### config.mk
export PLATFORM = sky130hd
export DESIGN_NAME = result_bus_core
export DESIGN_NICKNAME = d
export VERILOG_FILES = /design/src/hw/result_bus_pkg.sv /design/src/hw/bus_reservation.sv /design/src/hw/int_alu.sv /design/src/hw/int_mul.sv /design/src/hw/result_bus_core.sv /design/src/hw/tag_allocator.sv
export SDC_FILE = /design/constraint.sdc
export NUM_CORES = 1
export LEC_CHECK = 0
export BUFFER_PORTS_ARGS = -buffer_cell sky130_fd_sc_hd__buf_2
export CAP_MARGIN = 30
export CELL_PAD_IN_SITES_DETAIL_PLACEMENT = 2
export CELL_PAD_IN_SITES_GLOBAL_PLACEMENT = 2
export CORE_MARGIN = 4
export CORE_UTILIZATION = 25
export CTS_CLUSTER_SIZE = 30
export DETAILED_ROUTE_END_ITERATION = 7
export GPL_ROUTABILITY_DRIVEN = 0
export GPL_TIMING_DRIVEN = 0
export PLACE_DENSITY_LB_ADDON = 0.1
export SYNTH_ARGS = -nofsm -noshare
export SYNTH_HDL_FRONTEND = slang
export SYNTH_SLANG_ARGS = --single-unit
export TNS_END_PERCENT = 100
### constraint.sdc
create_clock -name clk -period 7.75 [get_ports clk]
set_input_delay 1.1625 -clock clk [delete_from_list [all_inputs] [get_ports clk]]
set_output_delay 1.1625 -clock clk [all_outputs]
set_load 0.01 [all_outputs]
### src/hw/result_bus_pkg.sv
package result_bus_pkg;

	//////////////////////////////
	// default sizes
	//////////////////////////////

	// operand and result width
	localparam int DEFAULT_DATA_WIDTH = 32;

	// 2 bits gives 4 tags in flight
	localparam int DEFAULT_TAG_WIDTH = 2;

	// multiplier pipeline depth, at least 2
	localparam int DEFAULT_MUL_LATENCY = 4;

	//////////////////////////////
	// encodings
	//////////////////////////////

	// issue port opcodes
	typedef enum logic[2:0] {
		OP_ADD = 3'd0,
		OP_SUB = 3'd1,
		OP_AND = 3'd2,
		OP_XOR = 3'd3,
		OP_MUL = 3'd4
	} op_t;

	// owner of a result bus slot
	typedef enum logic {
		UNIT_ALU = 1'b0,
		UNIT_MUL = 1'b1
	} unit_t;

endpackage

### src/hw/bus_reservation.sv
module bus_reservation import result_bus_pkg::*; #(
	parameter int DATA_WIDTH = DEFAULT_DATA_WIDTH,
	parameter int TAG_WIDTH = DEFAULT_TAG_WIDTH,
	parameter int MUL_LATENCY = DEFAULT_MUL_LATENCY
) (
	input logic clk,
	input logic rst,

	// issue side
	input logic issue_valid,
	input op_t issue_op,
	input logic tag_free,
	output logic issue_ready,
	output logic issue_fire,
	output logic alu_start,
	output logic mul_start,

	// unit returns
	input logic alu_valid,
	input logic[TAG_WIDTH-1:0] alu_tag,
	input logic[DATA_WIDTH-1:0] alu_result,
	input logic mul_valid,
	input logic[TAG_WIDTH-1:0] mul_tag,
	input logic[DATA_WIDTH-1:0] mul_result,

	// result bus
	output logic cdb_valid,
	output logic[TAG_WIDTH-1:0] cdb_tag,
	output logic[DATA_WIDTH-1:0] cdb_data
);
	// a multiply lands MUL_LATENCY-1 shifts after booking
	localparam int N_SLOTS = MUL_LATENCY - 1;

	// slot 0 is the landing position, slot N_SLOTS-1 the far end
	logic[N_SLOTS-1:0] slot_valid;
	unit_t slot_unit[N_SLOTS];

	// slot that left position 0 and owns the bus this cycle
	logic retire_valid;
	unit_t retire_unit;

	logic alu_op;
	logic landing_busy;
	logic mul_sel;

	//////////////////////////////
	// issue gating
	//////////////////////////////

	assign alu_op = issue_op != OP_MUL;

	// an alu op issued now would share the bus cycle of slot 0
	assign landing_busy = slot_valid[0];

	// multiplies never collide, each books its own far end slot
	assign issue_ready = tag_free && !(alu_op && landing_busy);
	assign issue_fire = issue_valid && issue_ready;
	assign alu_start = issue_fire && alu_op;
	assign mul_start = issue_fire && !alu_op;

	//////////////////////////////
	// slot shift register
	//////////////////////////////

	always_ff @(posedge clk) begin
		if (rst) begin
			slot_valid <= '0;
			for (int i = 0; i < N_SLOTS; i++) begin
				slot_unit[i] <= UNIT_ALU;
			end
			retire_valid <= 1'b0;
			retire_unit <= UNIT_ALU;
		end else begin
			for (int i = 0; i < N_SLOTS - 1; i++) begin
				slot_valid[i] <= slot_valid[i+1];
				slot_unit[i] <= slot_unit[i+1];
			end
			// booking at the far end
			slot_valid[N_SLOTS-1] <= mul_start;
			slot_unit[N_SLOTS-1] <= mul_start ? UNIT_MUL : UNIT_ALU;
			retire_valid <= slot_valid[0];
			retire_unit <= slot_unit[0];
		end
	end

	//////////////////////////////
	// result bus select
	//////////////////////////////

	// booked slot wins the bus, otherwise the alu result if any
	assign mul_sel = retire_valid && retire_unit == UNIT_MUL;

	assign cdb_valid = mul_sel ? mul_valid : alu_valid;
	assign cdb_tag = mul_sel ? mul_tag : alu_tag;
	assign cdb_data = mul_sel ? mul_result : alu_result;
endmodule

### src/hw/int_alu.sv
module int_alu import result_bus_pkg::*; #(
	parameter int DATA_WIDTH = DEFAULT_DATA_WIDTH,
	parameter int TAG_WIDTH = DEFAULT_TAG_WIDTH
) (
	input logic clk,
	input logic rst,
	input logic start,
	input op_t op,
	input logic[DATA_WIDTH-1:0] a,
	input logic[DATA_WIDTH-1:0] b,
	input logic[TAG_WIDTH-1:0] tag_in,
	output logic valid,
	output logic[TAG_WIDTH-1:0] tag,
	output logic[DATA_WIDTH-1:0] result
);
	logic[DATA_WIDTH-1:0] alu_out;

	// add and sub wrap at DATA_WIDTH
	always_comb begin
		case (op)
			OP_ADD: alu_out = a + b;
			OP_SUB: alu_out = a - b;
			OP_AND: alu_out = a & b;
			OP_XOR: alu_out = a ^ b;
			default: alu_out = '0;
		endcase
	end

	always_ff @(posedge clk) begin
		if (rst) begin
			valid <= 1'b0;
		end else begin
			valid <= start;
		end
	end

	// result and tag only move on a start
	always_ff @(posedge clk) begin
		if (start) begin
			tag <= tag_in;
			result <= alu_out;
		end
	end
endmodule

### src/hw/int_mul.sv
module int_mul import result_bus_pkg::*; #(
	parameter int DATA_WIDTH = DEFAULT_DATA_WIDTH,
	parameter int TAG_WIDTH = DEFAULT_TAG_WIDTH,
	parameter int MUL_LATENCY = DEFAULT_MUL_LATENCY
) (
	input logic clk,
	input logic rst,
	input logic start,
	input logic[DATA_WIDTH-1:0] a,
	input logic[DATA_WIDTH-1:0] b,
	input logic[TAG_WIDTH-1:0] tag_in,
	output logic valid,
	output logic[TAG_WIDTH-1:0] tag,
	output logic[DATA_WIDTH-1:0] result
);
	// stage 0 is loaded on start, the last stage drives the outputs
	logic[MUL_LATENCY-1:0] stage_valid;
	logic[TAG_WIDTH-1:0] stage_tag[MUL_LATENCY];
	logic[DATA_WIDTH-1:0] stage_prod[MUL_LATENCY];
	logic[DATA_WIDTH-1:0] product;

	//////////////////////////////
	// multiply
	//////////////////////////////

	// low half of the unsigned product
	// registers behind it get retimed into the array
	assign product = a * b;

	//////////////////////////////
	// pipeline
	//////////////////////////////

	always_ff @(posedge clk) begin
		if (rst) begin
			stage_valid <= '0;
		end else begin
			stage_valid <= {stage_valid[MUL_LATENCY-2:0], start};
		end
	end

	// tag rides along with its product
	always_ff @(posedge clk) begin
		stage_tag[0] <= tag_in;
		stage_prod[0] <= product;
		for (int i = 1; i < MUL_LATENCY; i++) begin
			stage_tag[i] <= stage_tag[i-1];
			stage_prod[i] <= stage_prod[i-1];
		end
	end

	assign valid = stage_valid[MUL_LATENCY-1];
	assign tag = stage_tag[MUL_LATENCY-1];
	assign result = stage_prod[MUL_LATENCY-1];
endmodule

### src/hw/result_bus_core.sv
module result_bus_core import result_bus_pkg::*; #(
	parameter int DATA_WIDTH = DEFAULT_DATA_WIDTH,
	parameter int TAG_WIDTH = DEFAULT_TAG_WIDTH,
	parameter int MUL_LATENCY = DEFAULT_MUL_LATENCY
) (
	input logic clk,
	input logic rst,

	// issue port
	input logic issue_valid,
	input op_t issue_op,
	input logic[DATA_WIDTH-1:0] issue_a,
	input logic[DATA_WIDTH-1:0] issue_b,
	output logic issue_ready,
	output logic[TAG_WIDTH-1:0] issue_tag,

	// result bus
	output logic cdb_valid,
	output logic[TAG_WIDTH-1:0] cdb_tag,
	output logic[DATA_WIDTH-1:0] cdb_data,

	output logic idle
);
	//////////////////////////////
	// wires
	//////////////////////////////

	logic tag_free;
	logic issue_fire;
	logic alu_start;
	logic mul_start;

	logic alu_valid;
	logic[TAG_WIDTH-1:0] alu_tag;
	logic[DATA_WIDTH-1:0] alu_result;

	logic mul_valid;
	logic[TAG_WIDTH-1:0] mul_tag;
	logic[DATA_WIDTH-1:0] mul_result;

	//////////////////////////////
	// units
	//////////////////////////////

	int_alu #(
		.DATA_WIDTH(DATA_WIDTH),
		.TAG_WIDTH(TAG_WIDTH)
	) u_alu (
		.clk,
		.rst,
		.start(alu_start),
		.op(issue_op),
		.a(issue_a),
		.b(issue_b),
		.tag_in(issue_tag),
		.valid(alu_valid),
		.tag(alu_tag),
		.result(alu_result)
	);

	int_mul #(
		.DATA_WIDTH(DATA_WIDTH),
		.TAG_WIDTH(TAG_WIDTH),
		.MUL_LATENCY(MUL_LATENCY)
	) u_mul (
		.clk,
		.rst,
		.start(mul_start),
		.a(issue_a),
		.b(issue_b),
		.tag_in(issue_tag),
		.valid(mul_valid),
		.tag(mul_tag),
		.result(mul_result)
	);

	//////////////////////////////
	// control
	//////////////////////////////

	// every broadcast result gives its tag back
	tag_allocator #(
		.TAG_WIDTH(TAG_WIDTH)
	) u_tag_allocator (
		.clk,
		.rst,
		.alloc(issue_fire),
		.retire(cdb_valid),
		.next_tag(issue_tag),
		.tag_free,
		.idle
	);

	bus_reservation #(
		.DATA_WIDTH(DATA_WIDTH),
		.TAG_WIDTH(TAG_WIDTH),
		.MUL_LATENCY(MUL_LATENCY)
	) u_reservation (
		.clk,
		.rst,
		.issue_valid,
		.issue_op,
		.tag_free,
		.issue_ready,
		.issue_fire,
		.alu_start,
		.mul_start,
		.alu_valid,
		.alu_tag,
		.alu_result,
		.mul_valid,
		.mul_tag,
		.mul_result,
		.cdb_valid,
		.cdb_tag,
		.cdb_data
	);
endmodule

### src/hw/tag_allocator.sv
module tag_allocator import result_bus_pkg::*; #(
	parameter int TAG_WIDTH = DEFAULT_TAG_WIDTH
) (
	input logic clk,
	input logic rst,
	input logic alloc,
	input logic retire,
	output logic[TAG_WIDTH-1:0] next_tag,
	output logic tag_free,
	output logic idle
);
	// one extra bit so a full set of 2^TAG_WIDTH fits
	logic[TAG_WIDTH:0] in_flight;

	//////////////////////////////
	// tag counter
	//////////////////////////////

	// tags go out in order and wrap
	always_ff @(posedge clk) begin
		if (rst) begin
			next_tag <= '0;
		end else if (alloc) begin
			next_tag <= next_tag + 1'b1;
		end
	end

	//////////////////////////////
	// results in flight
	//////////////////////////////

	always_ff @(posedge clk) begin
		if (rst) begin
			in_flight <= '0;
		end else begin
			case ({alloc, retire})
				2'b10: in_flight <= in_flight + 1'b1;
				2'b01: in_flight <= in_flight - 1'b1;
				default: in_flight <= in_flight;
			endcase
		end
	end

	// msb set only when every tag is outstanding
	assign tag_free = !in_flight[TAG_WIDTH];
	assign idle = in_flight == '0;
endmodule

-- Word level (Yosys, flattened, before mapping)
Memories as Yosys holds them, arrays and structs flattened. A register that Yosys moved wholly into a read port is not among the register bits.
Index checks and enable logic that the tools add are counted.
- register bits after elaboration: 48
- bits in latches: 0
- RAM bits: 139
- ROM bits: 0
- bits of input ports: 70
- output and inout bits: 39
- word-level logic and storage cells: 52
- memories: 3
- add/subtract/negate cells: 5
- multiply operators: 1
- div/mod/pow operators: 0
- magnitude comparators: 0
- equal/unequal tests: 6
- shift-type cells: 0
- mux-type cells: 12
- bitwise operators: 5
- reduce and logical (&&, ||, !) cells: 12
- memories (name ; depth ; width ; rd ports ; clocked after memory_dff ; wr ports ; RTL line ; source):
    u_mul.stage_prod ; 4 ; 32 ; 4 ; 0 ; 4 ; int_mul.sv:19 ; logic[DATA_WIDTH-1:0] stage_prod[MUL_LATENCY];
    u_mul.stage_tag ; 4 ; 2 ; 4 ; 0 ; 4 ; int_mul.sv:18 ; logic[TAG_WIDTH-1:0] stage_tag[MUL_LATENCY];
    u_reservation.slot_unit ; 3 ; 1 ; 3 ; 1 ; 3 ; bus_reservation.sv:36 ; unit_t slot_unit[N_SLOTS];
- operators with widths (operator ; number):
    one-hot mux 32 bit (4 select lines) ; 1
    adder 32 bit ; 1
    AND 32 bit ; 1
    multiplier 32 x 32 -> 32 bit ; 1
    two-way mux 32 bit ; 1
    subtractor 32 bit ; 1
    bitwise XOR 32 bit ; 1
    two-way mux 1 bit ; 8
    equality test 3 x 2 -> 1 bit, second input constant ; 2
    logical AND 1 bit ; 6
    zero test 3 bit ; 2
    one-hot mux 3 bit (2 select lines) ; 1
    adder 3 x 1 -> 3 bit, second input constant ; 1
    equality test 3 x 1 -> 1 bit, second input constant ; 1
    zero test 1 bit ; 3
    inequality test 3 bit, second input constant ; 1
    OR 1 bit ; 3
    subtractor 3 x 1 -> 3 bit, second input constant ; 1
    adder 2 x 1 -> 2 bit, second input constant ; 1
    equality test 2 x 1 -> 1 bit, second input constant ; 1
    equality test 2 bit, second input constant ; 1
    two-way mux 2 bit ; 1
    nonzero test 2 bit ; 1

-- Depth between registers and ports, before layout
- word-level depth: 8
- mapped depth: 27
- depth with buffers taken out: 25

-- Hierarchy
A second synthesis with hierarchy kept.
- cells, all modules: 2478
- area, all modules: 24207.0 sq um
- by module, submodules not included (module ; times used ; cells each ; area an instance (sq um) ; seq. area each (sq um)):
    int_mul ; 1 ; 1855 ; 18632.9 ; 2802.7
    int_alu ; 1 ; 543 ; 4635.7 ; 1041.0
    bus_reservation ; 1 ; 53 ; 703.2 ; 80.1
    tag_allocator ; 1 ; 27 ; 235.2 ; 100.1

-- Least setup slack after synthesis
Ideal clock, no wire load.
- path type: input port to flip-flop
- start: input issue_a[12]
- end: memory u_mul.stage_prod[0][31] in the netlist's numbering
- setup time: 0.121 ns
- data arrival time: 7.602 ns
- required time: 7.629 ns
- slack: 0.028 ns
- stages: 25
- buffers on the path: 2
- cell sequence: clkbuf_1 -> clkbuf_1 -> and2_1 -> fa_1 -> fa_1 -> fa_1 -> inv_1 -> fa_1 -> inv_1 -> fa_1 -> inv_1 -> fa_1 -> inv_1 -> fa_1 -> fa_1 -> ha_1 -> nand3_1 -> or2_2 -> o22ai_1 -> a31oi_1 -> a221oi_2 -> a311oi_1 -> o21bai_1 -> a21oi_1 -> xnor2_1
- RTL lines (element ; RTL line ; source):
    from (decl) ; result_bus_core.sv:12 ; input logic[DATA_WIDTH-1:0] issue_a,
    to (decl) ; int_mul.sv:19 ;

==> out/metrics.csv <==
stage,metric,value,unit
die,Initial Util,25.3,%
clocking,Worst-Skew Late Latency,0.51,ns
synthesis,post-synthesis async set-or-reset flop share,0,%
routing,post-route ant nets,0,
synthesis,Syn Std Cell Area,23600,µm²
synthesis,syn nets,3099,
critical_path,kind of cell adding the most delay to the critical path,adder cells,
die,Die Y,315,µm
sta,Slew Limit Fails,0,
routing,WL final,102000,µm
synthesis,yosys warns,0,
grt,via count of the first global-routing pass,20626,
critical_path,worst path buffer plus inverter count,8,
synthesis,Synth Area in Compound Gates,6.14,%
clocking,# H-tree levels,4,
placement,port bufs,106,
grt,GRT overflow,0,
critical_path,slowest cell on the critical path,fa_1,
die,Top-Level Pins,109,
die,Die X,315,µm
critical_path,worst-path fanout max,11,
finish,synthesis-to-layout area growth,15.9,%
sta,"Setup violations, final",1,
synthesis,synth top area cells,"fa_1 (35%), dfxtp_1 (12%), ha_1 (10%)",
placement,Final HPWL DP,86000,µm
synthesis,cell taking the most area after synthesis,fa_1,
critical_path,Crit Path Class,input port to flop,
sta,achievable frequency,0.128,GHz
synthesis,largest family of logic cells by synthesized area,adder cells,
clocking,# hold bufs at CTS,0,
synthesis,Commonest cells post-synth,"fa_1 (410), inv_1 (407), and2_1 (330)",
clocking,Worst-path clk slew,0.08,ns
critical_path,worst path required time,8.13,ns
die,core area,93500,µm²
clocking,CTS buffer count,17,
synthesis,area share of the largest cell type after synthesis,34.8,%
routing,average routed wire per standard cell,26.4,µm
sta,Final Hold Fails,0,
grt,antenna violations before repair,16,
synthesis,simple-gate share of the synthesized area,15.7,%
finish,Nets,3241,
routing,DRT Pass-1 Iters,4,
grt,global-route usage over all layers,20.9,%
grt,largest net degree at the start of global routing,27,
finish,share of cells above drive strength 1,12.6,%
finish,post-layout util,29.3,%
sta,"crit path setup slack, layout",-0.0643,ns
routing,vias per cell,4.59,
outcome,failing checks,setup timing,
clocking,TritonCTS clock tree,done,
sta,Final period util,101,%
routing,1st-iter DRT viols,955,
die,area of the die,99400,µm²
clocking,Max clock buf depth,2,
critical_path,worst path arrival time,8.20,ns
synthesis,"EDFF count, synth",34,
critical_path,Crit path top cell by count,fa_1,
synthesis,Mean Syn Cell Area,9.71,µm²
sta,measured slew at the worst slew-check pin,0.958,ns
synthesis,most instantiated library cell after synthesis,fa_1,
critical_path,"slowest stage delay, CP",0.54,ns
sta,RSZ-0062 raised after global routing,yes,
flow_run,Max Cap Viol,0,
outcome,status,"complete, but fails checks",
sta,Worst Skew,0.0134,ns
synthesis,Post-Synth XOR/XNOR Area,5.26,%
synthesis,Adder-Cell Fraction of Synth Area,44.7,%
hold_path,worst hold path class,flop to flop,
synthesis,mux contribution to synthesized area,3.02,%
sta,Slew Limit Headroom,36.1,%
grt,first-pass GRT wire length,148000,µm
clocking,clock sinks,180,
synthesis,Seq cells post-synth,180,
synthesis,Gate Count Post-Synth,2431,
synthesis,Synth cell types,69,
routing,vias,17658,
clocking,CTS Root Cell,clkbuf_16,
placement,placed cell count,3809,
routing,DR DRC count,0,
synthesis,dominant synthesized flop cell,dfxtp_1,
critical_path,Worst Setup End Kind,flop,
sta,Final min period,7.81,ns
die,num rows,112,
finish,Non-Filler Instances,3847,
synthesis,register area share after synthesis,16.7,%
critical_path,nature of the critical path startpoint,input port,
==> flip-flops by register name, indices dropped and copies added (netlist names) <==
signal                     flops
u_alu.result                  32
u_alu.valid                    1
u_tag_allocator.in_flight      3
u_tag_allocator.next_tag       2
u_mul.stage_valid              4
u_alu.tag                      2
u_mul.stage_prod             128
u_mul.stage_tag                8
==> logic make-up (layout without fill, tap and decap cells) <==
family	Yosys count	in the layout
compound gates	209	209
xor+xnor	141	141
fa+ha+maj	598	598
buf+inv	527	682
flops	180	180
mux	67	67
other cells	0	7
simple gates	709	709
==> path summary, 6_finish.rpt <==
check / start / endpoint / slack [ns] / cells after the start
setup / recovery: issue_b[5] / u_mul.stage_prod[0][31]$_DFF_P_ / -0.06 / 27
hold / removal: u_mul.stage_prod[0][10]$_DFF_P_ / u_mul.stage_prod[1][10]$_DFF_P_ / 0.32 / 0
setup reg to reg: u_mul.stage_valid[3]$_SDFF_PP0_ / u_tag_allocator.in_flight[2]$_SDFFE_PP0P_ / 4.66 / 9
hold reg to reg: u_mul.stage_prod[0][10]$_DFF_P_ / u_mul.stage_prod[1][10]$_DFF_P_ / 0.32 / 0
==> timing repair <==
item / 4_1_cts / 5_1_grt
pin swaps: 20 / 39
buffers inserted: 9 / 3
setup endpoints to repair: 15 / 7
resized for setup: 134 / 117
==> layout by cell type, fill, tap and decap left out, types with 20 or more instances in the layout <==
master,instances
buf_4,20
inv_1,406
a21oi_1,56
mux2_2,34
and2_1,329
fa_1,406
clkbuf_4,22
ha_1,180
nand2_1,219
xor2_1,41
dfxtp_1,146
mux2i_1,33
xnor2_1,98
a211oi_1,27
clkbuf_1,40
edfxtp_1,34
buf_2,100
nor2_1,69
o21ai_0,26
==> worst reg2reg max path, cell delays in order (launching register included) <==
cell and delay, ns:
dfxtp_1 0.31, clkbuf_1 0.57, clkbuf_1 0.66, or2_2 0.24, ha_1 0.19, inv_1 0.06
fa_1 0.37, xor2_1 0.17, or3_1 0.33, a21oi_1 0.14
==> cell type report <==
cell class,count,area (µm²)
Fill cell,10360,66100
Multi-Input combinational cell,1724,18000
Sequential cell,180,3940
Tap cell,1254,1570
Inverter,407,1530
Timing Repair Buffer,134,935
Buffer,109,768
Clock buffer,17,425
Clock inverter,15,208
Antenna cell,7,17.5
==> layer usage <==
layer	share of wire, %	up-vias	track usage, %
li1	-	7788	-
met1	47	9519	29.1
met2	48	286	35.2
met3	2.8	65	1.42
met4	2.2	0	5.43
met5	0	-	0
==> per-stage QoR <==
| stage | area, µm² | hold WS [ns] | setup slack [ns] | TNS [ns] |
|---|---|---|---|---|
| 6_report | 27400 | 0.322 | -0.0643 | -0.0643 |
| 5_1_grt | 27300 | 0.328 | -0.332 | -0.615 |
| 4_1_cts | 27100 | 0.329 | -0.186 | -0.396 |
| 3_5_place_dp | 26000 | 0.314 | -2.56 | -23.91 |
| 3_3_place_gp | 25700 | 0.311 | -2.67 | -27.87 |
| 2_1_floorplan | 23600 | 0.310 | 0.0276 | 0 |
Power is left out: the tool's default activity adds up to more than one toggle a clock period on the data nets, which glitch-free logic cannot reach.
